[src/source/audioPkg.sv]
//--------------------------------------------------------------------------
// Audio path definitions
// Sample, half period and DAC code types, the key note table
// and the constants of the tone mixer
//--------------------------------------------------------------------------

package audioPkg;

	typedef logic [7:0]  sampleT;     // One audio level
	typedef logic [15:0] halfPeriodT; // Sample ticks per half wave, 0 is silent
	typedef logic [11:0] dacCodeT;    // Code sent to the DAC

	localparam int KEY_COUNT = 6; // Music keys on the panel

	localparam sampleT KEY_LEVEL = 8'd128; // Square wave height of the key tone

	// Notes C to A at a 32 kHz sample rate, key 0 first
	localparam halfPeriodT NOTE_HALF_PERIOD [KEY_COUNT] = '{
		16'd61,
		16'd54,
		16'd49,
		16'd46,
		16'd41,
		16'd36
	};

	localparam int DAC_SHIFT = 4; // 8 bit mix up to 12 bit code, x16

endpackage

[src/source/boardIoPkg.sv]
//--------------------------------------------------------------------------
// Board pin definitions
// SPI frame lengths for the Arduino and the DAC, seven segment patterns
//--------------------------------------------------------------------------

package boardIoPkg;

	localparam int SPI_FRAME_BITS = 24; // 16 bit half period then 8 bit level
	localparam int DAC_FRAME_BITS = 16; // 4 zero control bits then 12 bit code
	localparam int DIGIT_COUNT    = 4;  // Hex digits on the display

	typedef logic [6:0] segmentT; // gfedcba, active low

	// Hex 0 to F
	localparam segmentT SEGMENT_PATTERN [16] = '{
		7'h40, 7'h79, 7'h24, 7'h30,
		7'h19, 7'h12, 7'h02, 7'h78,
		7'h00, 7'h10, 7'h08, 7'h03,
		7'h46, 7'h21, 7'h06, 7'h0E
	};

endpackage

[src/source/arduinoSpiReceiver.sv]
//--------------------------------------------------------------------------
// Arduino SPI slave
// Oversamples the three SPI pins and holds the remote tone half period
// and level, loaded only from a frame of exactly 24 bits
//--------------------------------------------------------------------------
`timescale 1ns/1ns

module arduinoSpiReceiver (
	input  logic                 clock50Mhz,
	input  logic                 reset,
	input  logic                 spiSclk,
	input  logic                 spiCsN,
	input  logic                 spiSdo,
	output audioPkg::halfPeriodT remoteHalfPeriod,
	output audioPkg::sampleT     remoteLevel
);

	localparam int FRAME_BITS  = boardIoPkg::SPI_FRAME_BITS;
	localparam int COUNT_WIDTH = $clog2(FRAME_BITS + 1);
	localparam int HALF_BITS   = $bits(audioPkg::halfPeriodT);
	localparam int LEVEL_BITS  = $bits(audioPkg::sampleT);

	logic [2:0]             sclkSync;   // Two sync stages plus edge history
	logic [2:0]             csSync;
	logic [1:0]             sdoSync;
	logic                   sclkRise;   // Registered edge pulses
	logic                   csFall;
	logic                   csRise;
	logic                   sdoBit;     // Data aligned with sclkRise
	logic [FRAME_BITS-1:0]  frameShift;
	logic [COUNT_WIDTH-1:0] bitCount;   // Rising edges since CS fell, saturates

	// ----------------------------------------------------------------------
	// Pin synchronizers and edge detect
	// ----------------------------------------------------------------------
	always_ff @(posedge clock50Mhz) begin
		if (reset) begin
			sclkSync <= '0;
			csSync   <= '1; // Idle deselected, no false edge out of reset
			sdoSync  <= '0;
			sclkRise <= 1'b0;
			csFall   <= 1'b0;
			csRise   <= 1'b0;
		end else begin
			sclkSync <= {sclkSync[1:0], spiSclk};
			csSync   <= {csSync[1:0], spiCsN};
			sdoSync  <= {sdoSync[0], spiSdo};
			sclkRise <= sclkSync[1] & ~sclkSync[2];
			csFall   <= ~csSync[1] & csSync[2];
			csRise   <= csSync[1] & ~csSync[2];
		end
	end

	// Frame shift register, MSB first
	always_ff @(posedge clock50Mhz) begin
		sdoBit <= sdoSync[1];
		if (sclkRise) begin
			frameShift <= {frameShift[FRAME_BITS-2:0], sdoBit};
		end
	end

	always_ff @(posedge clock50Mhz) begin
		if (reset) begin
			bitCount         <= '0;
			remoteHalfPeriod <= '0;
			remoteLevel      <= '0;
		end else begin
			if (csFall) begin
				bitCount <= '0; // New frame
			end else if (sclkRise && bitCount != '1) begin
				bitCount <= bitCount + 1'b1;
			end
			if (csRise && bitCount == COUNT_WIDTH'(FRAME_BITS)) begin
				remoteHalfPeriod <= frameShift[FRAME_BITS-1 -: HALF_BITS];
				remoteLevel      <= frameShift[LEVEL_BITS-1:0];
			end
		end
	end

endmodule

[src/source/dacSpiTransmitter.sv]
//--------------------------------------------------------------------------
// DAC output
// Adds and saturates the two tones, scales to a 12 bit code and
// shifts it out as a 16 bit SYNC framed SPI word
//--------------------------------------------------------------------------
`timescale 1ns/1ns

module dacSpiTransmitter #(
	parameter int SCLK_DIVIDE = 8
) (
	input  logic             clock50Mhz,
	input  logic             reset,
	input  logic             sampleTick,
	input  audioPkg::sampleT keyAudio,
	input  audioPkg::sampleT remoteAudio,
	output logic             dacSclk,
	output logic             dacSyncN,  // Low for the whole word
	output logic             dacDin
);

	localparam int FRAME_BITS  = boardIoPkg::DAC_FRAME_BITS;
	localparam int HALF_WIDTH  = $clog2(SCLK_DIVIDE + 1);
	localparam int BIT_WIDTH   = $clog2(FRAME_BITS);

	logic [8:0]              mixSum;       // One carry bit
	audioPkg::sampleT        mixSaturated;
	audioPkg::dacCodeT       dacCode;
	logic [FRAME_BITS-1:0]   dacWord;
	logic [FRAME_BITS-1:0]   wordShift;    // Bits still to send, MSB next
	logic [HALF_WIDTH-1:0]   halfCount;    // Clocks into the current SCLK half
	logic [BIT_WIDTH-1:0]    bitCount;     // Bit now on dacDin

	// ----------------------------------------------------------------------
	// Mixer
	// ----------------------------------------------------------------------
	assign mixSum       = {1'b0, keyAudio} + {1'b0, remoteAudio};
	assign mixSaturated = mixSum[8] ? 8'hFF : mixSum[7:0];         // Clip at 255
	assign dacCode      = audioPkg::dacCodeT'(mixSaturated) << audioPkg::DAC_SHIFT;
	assign dacWord      = FRAME_BITS'(dacCode);                    // Control bits zero

	// ----------------------------------------------------------------------
	// Serializer
	// ----------------------------------------------------------------------
	always_ff @(posedge clock50Mhz) begin
		if (reset) begin
			dacSyncN  <= 1'b1;
			dacSclk   <= 1'b0;
			dacDin    <= 1'b0;
			halfCount <= '0;
			bitCount  <= '0;
		end else if (dacSyncN) begin
			if (sampleTick) begin // Idle, start a word
				dacSyncN  <= 1'b0;
				dacSclk   <= 1'b1;
				dacDin    <= dacWord[FRAME_BITS-1];
				halfCount <= '0;
				bitCount  <= '0;
			end
		end else if (halfCount == HALF_WIDTH'(SCLK_DIVIDE - 1)) begin
			halfCount <= '0;
			if (dacSclk) begin
				dacSclk <= 1'b0; // DAC samples on this edge
			end else if (bitCount == BIT_WIDTH'(FRAME_BITS - 1)) begin
				dacSyncN <= 1'b1; // Last bit done
				dacDin   <= 1'b0;
			end else begin
				dacSclk  <= 1'b1;
				dacDin   <= wordShift[FRAME_BITS-1];
				bitCount <= bitCount + 1'b1;
			end
		end else begin
			halfCount <= halfCount + 1'b1;
		end
	end

	// Payload shifter, moves one bit per SCLK rise
	always_ff @(posedge clock50Mhz) begin
		if (dacSyncN && sampleTick) begin
			wordShift <= {dacWord[FRAME_BITS-2:0], 1'b0};
		end else if (!dacSyncN && !dacSclk && halfCount == HALF_WIDTH'(SCLK_DIVIDE - 1)) begin
			wordShift <= {wordShift[FRAME_BITS-2:0], 1'b0};
		end
	end

endmodule

[src/source/keyPanel.sv]
//--------------------------------------------------------------------------
// Music key panel
// Two flop synchronizer and tick based debouncer per key,
// lowest pressed key picks the note half period
//--------------------------------------------------------------------------
`timescale 1ns/1ns

module keyPanel #(
	parameter int DEBOUNCE_COUNT = 2
) (
	input  logic                              clock50Mhz,
	input  logic                              reset,
	input  logic                              debounceTick,
	input  logic [audioPkg::KEY_COUNT-1:0]    musicKeys,     // Active high
	output audioPkg::halfPeriodT              keyHalfPeriod
);

	localparam int KEYS        = audioPkg::KEY_COUNT;
	localparam int COUNT_WIDTH = $clog2(DEBOUNCE_COUNT + 1);

	logic [KEYS-1:0]        keySync [2];          // Synchronizer stages
	logic [KEYS-1:0]        keyState;             // Debounced level
	logic [COUNT_WIDTH-1:0] stableCount [KEYS];   // Ticks the raw level has differed
	audioPkg::halfPeriodT   noteSelect;

	// ----------------------------------------------------------------------
	// Synchronize and debounce
	// ----------------------------------------------------------------------
	always_ff @(posedge clock50Mhz) begin
		if (reset) begin
			keySync[0] <= '0;
			keySync[1] <= '0;
			keyState   <= '0;
			for (int i = 0; i < KEYS; i++) begin
				stableCount[i] <= '0;
			end
		end else begin
			keySync[0] <= musicKeys;
			keySync[1] <= keySync[0];
			if (debounceTick) begin
				for (int i = 0; i < KEYS; i++) begin
					if (keySync[1][i] == keyState[i]) begin
						stableCount[i] <= '0; // Agrees again, start over
					end else if (stableCount[i] == COUNT_WIDTH'(DEBOUNCE_COUNT - 1)) begin
						keyState[i]    <= keySync[1][i]; // Held long enough
						stableCount[i] <= '0;
					end else begin
						stableCount[i] <= stableCount[i] + 1'b1;
					end
				end
			end
		end
	end

	// Priority encoder, lowest index wins
	always_comb begin
		noteSelect = '0;
		for (int i = KEYS - 1; i >= 0; i--) begin
			if (keyState[i]) begin
				noteSelect = audioPkg::NOTE_HALF_PERIOD[i];
			end
		end
	end

	always_ff @(posedge clock50Mhz) begin
		if (reset) begin
			keyHalfPeriod <= '0;
		end else begin
			keyHalfPeriod <= noteSelect; // Zero with no key held
		end
	end

endmodule

[src/source/musicBoxTop.sv]
//--------------------------------------------------------------------------
// Music box top level
// Tick generators, key panel, Arduino receiver, two tone oscillators,
// DAC transmitter and the half period display
//--------------------------------------------------------------------------
`timescale 1ns/1ns

module musicBoxTop #(
	parameter int SAMPLE_DIVIDE   = 1562,  // 32 kHz sample rate
	parameter int DEBOUNCE_DIVIDE = 50000, // 1 ms debounce tick
	parameter int DEBOUNCE_COUNT  = 8,
	parameter int SCLK_DIVIDE     = 2
) (
	input  logic                                               clock50Mhz,
	input  logic                                               reset,
	input  logic [audioPkg::KEY_COUNT-1:0]                     musicKeys,
	input  logic                                               spiSclk,  // From the Arduino
	input  logic                                               spiCsN,
	input  logic                                               spiSdo,
	output logic                                               dacSclk,  // To the DAC
	output logic                                               dacSyncN,
	output logic                                               dacDin,
	output boardIoPkg::segmentT [boardIoPkg::DIGIT_COUNT-1:0] segments
);

	logic                 sampleTick;
	logic                 debounceTick;
	audioPkg::halfPeriodT keyHalfPeriod;
	audioPkg::halfPeriodT remoteHalfPeriod;
	audioPkg::sampleT     remoteLevel;
	audioPkg::sampleT     keyAudio;
	audioPkg::sampleT     remoteAudio;

	// ----------------------------------------------------------------------
	// Enable ticks
	// ----------------------------------------------------------------------
	tickGenerator #(.DIVIDE(SAMPLE_DIVIDE)) sampleTicker (
		.clock50Mhz (clock50Mhz),
		.reset      (reset),
		.tick       (sampleTick)
	);

	tickGenerator #(.DIVIDE(DEBOUNCE_DIVIDE)) debounceTicker (
		.clock50Mhz (clock50Mhz),
		.reset      (reset),
		.tick       (debounceTick)
	);

	// ----------------------------------------------------------------------
	// Tone sources
	// ----------------------------------------------------------------------
	keyPanel #(.DEBOUNCE_COUNT(DEBOUNCE_COUNT)) keyPanel (
		.clock50Mhz    (clock50Mhz),
		.reset         (reset),
		.debounceTick  (debounceTick),
		.musicKeys     (musicKeys),
		.keyHalfPeriod (keyHalfPeriod)
	);

	arduinoSpiReceiver arduinoSpiReceiver (
		.clock50Mhz       (clock50Mhz),
		.reset            (reset),
		.spiSclk          (spiSclk),
		.spiCsN           (spiCsN),
		.spiSdo           (spiSdo),
		.remoteHalfPeriod (remoteHalfPeriod),
		.remoteLevel      (remoteLevel)
	);

	toneOscillator keyOscillator (
		.clock50Mhz (clock50Mhz),
		.reset      (reset),
		.sampleTick (sampleTick),
		.halfPeriod (keyHalfPeriod),
		.level      (audioPkg::KEY_LEVEL), // Fixed key volume
		.audio      (keyAudio)
	);

	toneOscillator remoteOscillator (
		.clock50Mhz (clock50Mhz),
		.reset      (reset),
		.sampleTick (sampleTick),
		.halfPeriod (remoteHalfPeriod),
		.level      (remoteLevel),
		.audio      (remoteAudio)
	);

	// ----------------------------------------------------------------------
	// Outputs
	// ----------------------------------------------------------------------
	dacSpiTransmitter #(.SCLK_DIVIDE(SCLK_DIVIDE)) dacSpiTransmitter (
		.clock50Mhz  (clock50Mhz),
		.reset       (reset),
		.sampleTick  (sampleTick),
		.keyAudio    (keyAudio),
		.remoteAudio (remoteAudio),
		.dacSclk     (dacSclk),
		.dacSyncN    (dacSyncN),
		.dacDin      (dacDin)
	);

	segmentDisplay segmentDisplay (
		.clock50Mhz (clock50Mhz),
		.reset      (reset),
		.value      (remoteHalfPeriod), // Remote half period in hex
		.segments   (segments)
	);

endmodule

[src/source/segmentDisplay.sv]
//--------------------------------------------------------------------------
// Seven segment display
// Registered hex decode of four nibbles, digit 0 least significant
//--------------------------------------------------------------------------
`timescale 1ns/1ns

module segmentDisplay (
	input  logic                                               clock50Mhz,
	input  logic                                               reset,
	input  audioPkg::halfPeriodT                               value,
	output boardIoPkg::segmentT [boardIoPkg::DIGIT_COUNT-1:0] segments
);

	localparam int DIGITS = boardIoPkg::DIGIT_COUNT;

	always_ff @(posedge clock50Mhz) begin
		if (reset) begin
			for (int i = 0; i < DIGITS; i++) begin
				segments[i] <= boardIoPkg::SEGMENT_PATTERN[0]; // Shows 0000
			end
		end else begin
			for (int i = 0; i < DIGITS; i++) begin
				segments[i] <= boardIoPkg::SEGMENT_PATTERN[value[4*i +: 4]];
			end
		end
	end

endmodule

[src/source/tickGenerator.sv]
//--------------------------------------------------------------------------
// Enable tick generator
// One cycle strobe every DIVIDE clocks, replaces a divided clock
//--------------------------------------------------------------------------
`timescale 1ns/1ns

module tickGenerator #(
	parameter int DIVIDE = 1562
) (
	input  logic clock50Mhz,
	input  logic reset,
	output logic tick
);

	localparam int WIDTH = $clog2(DIVIDE + 1); // Holds DIVIDE - 1, at least 1 bit

	logic [WIDTH-1:0] count; // Clocks left until the next strobe

	always_ff @(posedge clock50Mhz) begin
		if (reset) begin
			count <= WIDTH'(DIVIDE - 1);
			tick  <= 1'b0;
		end else if (count == '0) begin
			count <= WIDTH'(DIVIDE - 1); // Reload for the next period
			tick  <= 1'b1;
		end else begin
			count <= count - 1'b1;
			tick  <= 1'b0;
		end
	end

endmodule

[src/source/toneOscillator.sv]
//--------------------------------------------------------------------------
// Square wave tone oscillator
// Half period counted in sample ticks, output height set by level
//--------------------------------------------------------------------------
`timescale 1ns/1ns

module toneOscillator (
	input  logic                 clock50Mhz,
	input  logic                 reset,
	input  logic                 sampleTick,
	input  audioPkg::halfPeriodT halfPeriod, // 0 silences the tone
	input  audioPkg::sampleT     level,
	output audioPkg::sampleT     audio
);

	audioPkg::halfPeriodT tickCount; // Ticks into the current half wave
	logic                 phase;     // High half of the wave
	logic                 nextPhase;
	logic                 halfDone;

	assign halfDone  = (halfPeriod != '0) && (tickCount >= halfPeriod - 16'd1);
	assign nextPhase = (halfPeriod == '0) ? 1'b0 : (phase ^ halfDone);

	always_ff @(posedge clock50Mhz) begin
		if (reset) begin
			tickCount <= '0;
			phase     <= 1'b0;
			audio     <= '0;
		end else if (sampleTick) begin
			if (halfPeriod == '0 || halfDone) begin
				tickCount <= '0; // Silent or end of a half wave
			end else begin
				tickCount <= tickCount + 16'd1;
			end
			phase <= nextPhase;
			audio <= nextPhase ? level : '0; // Level only picked up on a tick
		end
	end

endmodule

[config.mk]
export PLATFORM = sky130hd
export DESIGN_NAME = musicBoxTop
export DESIGN_NICKNAME = d
export VERILOG_FILES = /design/src/source/audioPkg.sv /design/src/source/boardIoPkg.sv /design/src/source/arduinoSpiReceiver.sv /design/src/source/dacSpiTransmitter.sv /design/src/source/keyPanel.sv /design/src/source/musicBoxTop.sv /design/src/source/segmentDisplay.sv /design/src/source/tickGenerator.sv /design/src/source/toneOscillator.sv
export SDC_FILE = /design/constraint.sdc
export NUM_CORES = 1
export LEC_CHECK = 0
export BUFFER_PORTS_ARGS = -buffer_cell sky130_fd_sc_hd__buf_4
export CORE_UTILIZATION = 55
export CTS_CLUSTER_DIAMETER = 150
export DETAILED_ROUTE_END_ITERATION = 8
export HOLD_SLACK_MARGIN = 0.12
export PLACE_DENSITY = 0.72
export SLEW_MARGIN = 20
export SYNTH_ARGS = -nofsm -noshare
export SYNTH_HDL_FRONTEND = slang
export SYNTH_SLANG_ARGS = --single-unit
[constraint.sdc]
create_clock -name clock50Mhz -period 4.79 [get_ports clock50Mhz]
set_input_delay 0.2395 -clock clock50Mhz [delete_from_list [all_inputs] [get_ports clock50Mhz]]
set_output_delay 0.2395 -clock clock50Mhz [all_outputs]
set_load 0.1 [all_outputs]
==> results.tsv <==
metric	value	unit
min_period	4.30	ns
yosysTopAreaCell	dfxtp_1	
antenna_cells	0	
vias_per_cell	5.38	
antenna_left	0	
cp-start-kind	register	
antenna_found_initial	0	
synth_most_common_cell	dfxtp_1	
finalCritPeriodShare	0.898	
ys.flop_type	dfxtp_1	
maxCapViolations	0	
synth.distinct_cells	57	
syn-num-nets	1164	
path_max_fanout	8	
netlist_area	10400	um2
start_util	0.570	
power.density	336	nW/um2
arrival	4.71	ns
vias	7344	
cts_sinks	232	
numCtsBuffers	25	
drt_first_pass_iters	5	
area_delta_synth_final	12.3	%
hold_path.class	in2reg	
outcome	complete, no violations	
synth.area.top_cells	dfxtp_1 (34%), edfxtp_1 (16%), ha_1 (8.4%), nor2_1 (4.8%), nand2_1 (4.7%)	
final_max_slew_viol_count	0	
cts_buffer_depth	3	
row_count	49	
worst-setup-path-type	reg2reg	
setup-tns-final	0	ns
crit_required	5.20	ns
yosys.area.top_type_share	0.339	
design.core.area	18300	um2
fillerInstances	1515	
postSynthCellCount	1083	
slew-limit-headroom	0.443	
port_buffers	41	
die_w	140	um
path_clk_slew	0.06	ns
critical_path_buf_inv_count	0	
tightest_slew	0.835	ns
cts_setup_buffers	0	
yosys_warnings	0	
grt_max_degree	61	
rrSetupSlack	0.49	ns
nNetsFinal	1199	
synth_common_cells	dfxtp_1 (176), nor2_1 (132), nand2_1 (131)	
grt_pass1_vias	6768	
async_flop_share	0	
hpwl	12800	um
avgSynthCellArea	9.61	um2
ioPinCount	42	
p_total	3930	uW
place_congestion	0.846	
fin_ws	0.490	ns
final_util	0.640	
wire_per_inst	13.8	um
cts_tree	yes	
die_h	140	um
rsz0062_at_grt	no	
setup_violations	0	
cp_top_family	simple AND/OR/NAND/NOR gates	
wl	18900	um
synth_enable_flop_cells	56	
critPathMaxStageDelay	0.60	ns
pre_cts_ws	0.335	ns
clockRootBuffer	clkbuf_16	
slowest_stage	nor3_1	
final_hold_viol_count	0	
grt-ovfl-total	0	
grt_usage	0.195	
grt_pass1_wl	31700	um
route.detailed.drc	0	
peakVddDrop	0.273	mV
leakage	0.00465	uW
cp-end-kind	register	
cp_cell_sequence	or4_1 > or4_4 > or3_4 > nor3_1 > xnor2_1 > ha_1 > and3_1 > a221oi_1 > nor2_1 > nor3_1 > xnor2_1 > a32o_1	
clk_latency	0.52	ns
drive_above_1_share	0.0897	
fin_worst_skew	0.0171	ns
htreeDepth	1	
yosysSeqAreaShare	0.500	
drt_iter0_markers	436	
dieArea	19500	um2
max_freq	233	MHz
ys_ff_latch	232	
path summary, 6_finish.rpt:
path                                                               end                                                 from  cells past startpoint
worst max-delay path            remoteOscillator.audio[3]$_SDFFE_PP0P_  arduinoSpiReceiver.remoteHalfPeriod[0]$_SDFFE_PP0P_                     12
worst min-delay path              keyPanel.keyHalfPeriod[0]$_SDFF_PP0_                                                reset                      2
worst max register to register  remoteOscillator.audio[3]$_SDFFE_PP0P_  arduinoSpiReceiver.remoteHalfPeriod[0]$_SDFFE_PP0P_                     12
worst min register to register       arduinoSpiReceiver.sdoBit$_DFF_P_             arduinoSpiReceiver.sdoSync[1]$_SDFF_PP0_                      0
registers in the layout, indices dropped and copies added (netlist names), 8 cells and up:
register	cells
segmentDisplay.segments	28
arduinoSpiReceiver.frameShift	24
keyPanel.stableCount	24
arduinoSpiReceiver.remoteHalfPeriod	16
debounceTicker.count	16
keyOscillator.tickCount	16
remoteOscillator.tickCount	16
keyPanel.keySync	12
dacSpiTransmitter.wordShift	11
sampleTicker.count	11
arduinoSpiReceiver.remoteLevel	8
remoteOscillator.audio	8
where the power goes:
group / switching [uW] / leakage, uW / internal [uW] / total (uW)
clock network: 752 / 0.000379 / 1050 / 1800
logic: 47.6 / 0.00232 / 33.7 / 81.3
registers: 19.6 / 0.00195 / 2030 / 2050
total: 819 / 0.00465 / 3110 / 3930
cells in the final DEF, fill, tap and decap left out, types with 5 or more instances in the layout:
master / synthesis / layout
clkbuf_16: 0 / 25
o21ai_0: 12 / 12
xnor2_1: 40 / 40
a311oi_1: 7 / 7
a32o_1: 8 / 8
a21oi_1: 65 / 64
nor2b_1: 30 / 30
nor4_1: 6 / 6
mux2i_1: 13 / 13
edfxtp_1: 56 / 56
and3_1: 7 / 7
inv_1: 41 / 41
o22a_1: 7 / 7
clkinv_2: 0 / 5
nand2_1: 131 / 131
buf_4: 1 / 45
nor2_1: 132 / 132
nand2b_1: 14 / 14
dfxtp_1: 176 / 175
nand3_1: 40 / 40
xor2_1: 48 / 48
dlygate4sd3_1: 0 / 9
a211oi_1: 19 / 19
or2_2: 14 / 14
nand4_1: 17 / 17
clkbuf_1: 37 / 9
ha_1: 70 / 70
nor3_1: 27 / 27
layout make-up:
cell class	count	area, um2	area share
well taps	229	287	0.0245
multi-input cells	763	4830	0.414
inverters	41	154	0.0132
repair buffers	55	439	0.0376
clock buffers	36	687	0.0588
flip-flops and latches	232	5210	0.446
clock inverters	10	80.1	0.00685
routing by layer:
metal	vias up	track usage	wire length [um]
li1	3802	-	-
met1	3425	0.278	9530
met2	92	0.312	8400
met3	25	0.0255	639
met4	0	0.0567	335
met5	-	0	0
cells by family (layout without fill, tap and decap cells):
family	after synthesis	after routing	share of synthesized area
AOI/OAI and AO/OA	142	142	0.0893
xor gates and xnor gates	88	88	0.0741
adders and majority gates	70	70	0.0842
buffers and inverters	88	142	0.0358
DFF	232	232	0.500
muxes	13	13	0.0125
and+or+nand+nor	450	450	0.204
per-stage QoR:
step / instance area, um2 / hold WS [ns] / std cells
3_5_place_dp: 10800 / 0.314 / 1310
3_3_place_gp: 10800 / 0.316 / 1310
4_1_cts: 11700 / 0.197 / 1365
2_1_floorplan: 10400 / 0.310 / 1083
6_report: 11700 / 0.201 / 1366
5_1_grt: 11700 / 0.224 / 1366
worst register-to-register path, stage by stage (launching register included):
cell and delay (ns):
dfxtp_1 0.37, or4_1 0.58, or4_4 0.44, or3_4 0.37, nor3_1 0.18, xnor2_1 0.15
ha_1 0.26, and3_1 0.17, a221oi_1 0.24, nor2_1 0.08, nor3_1 0.60, xnor2_1 0.41
a32o_1 0.36
timing repair:
item,CTS,global route
hold buffers,9,0
resized for setup,0,0
hold endpoints to repair,9,0
No activity file was read; power rests on OpenSTA's default activity.
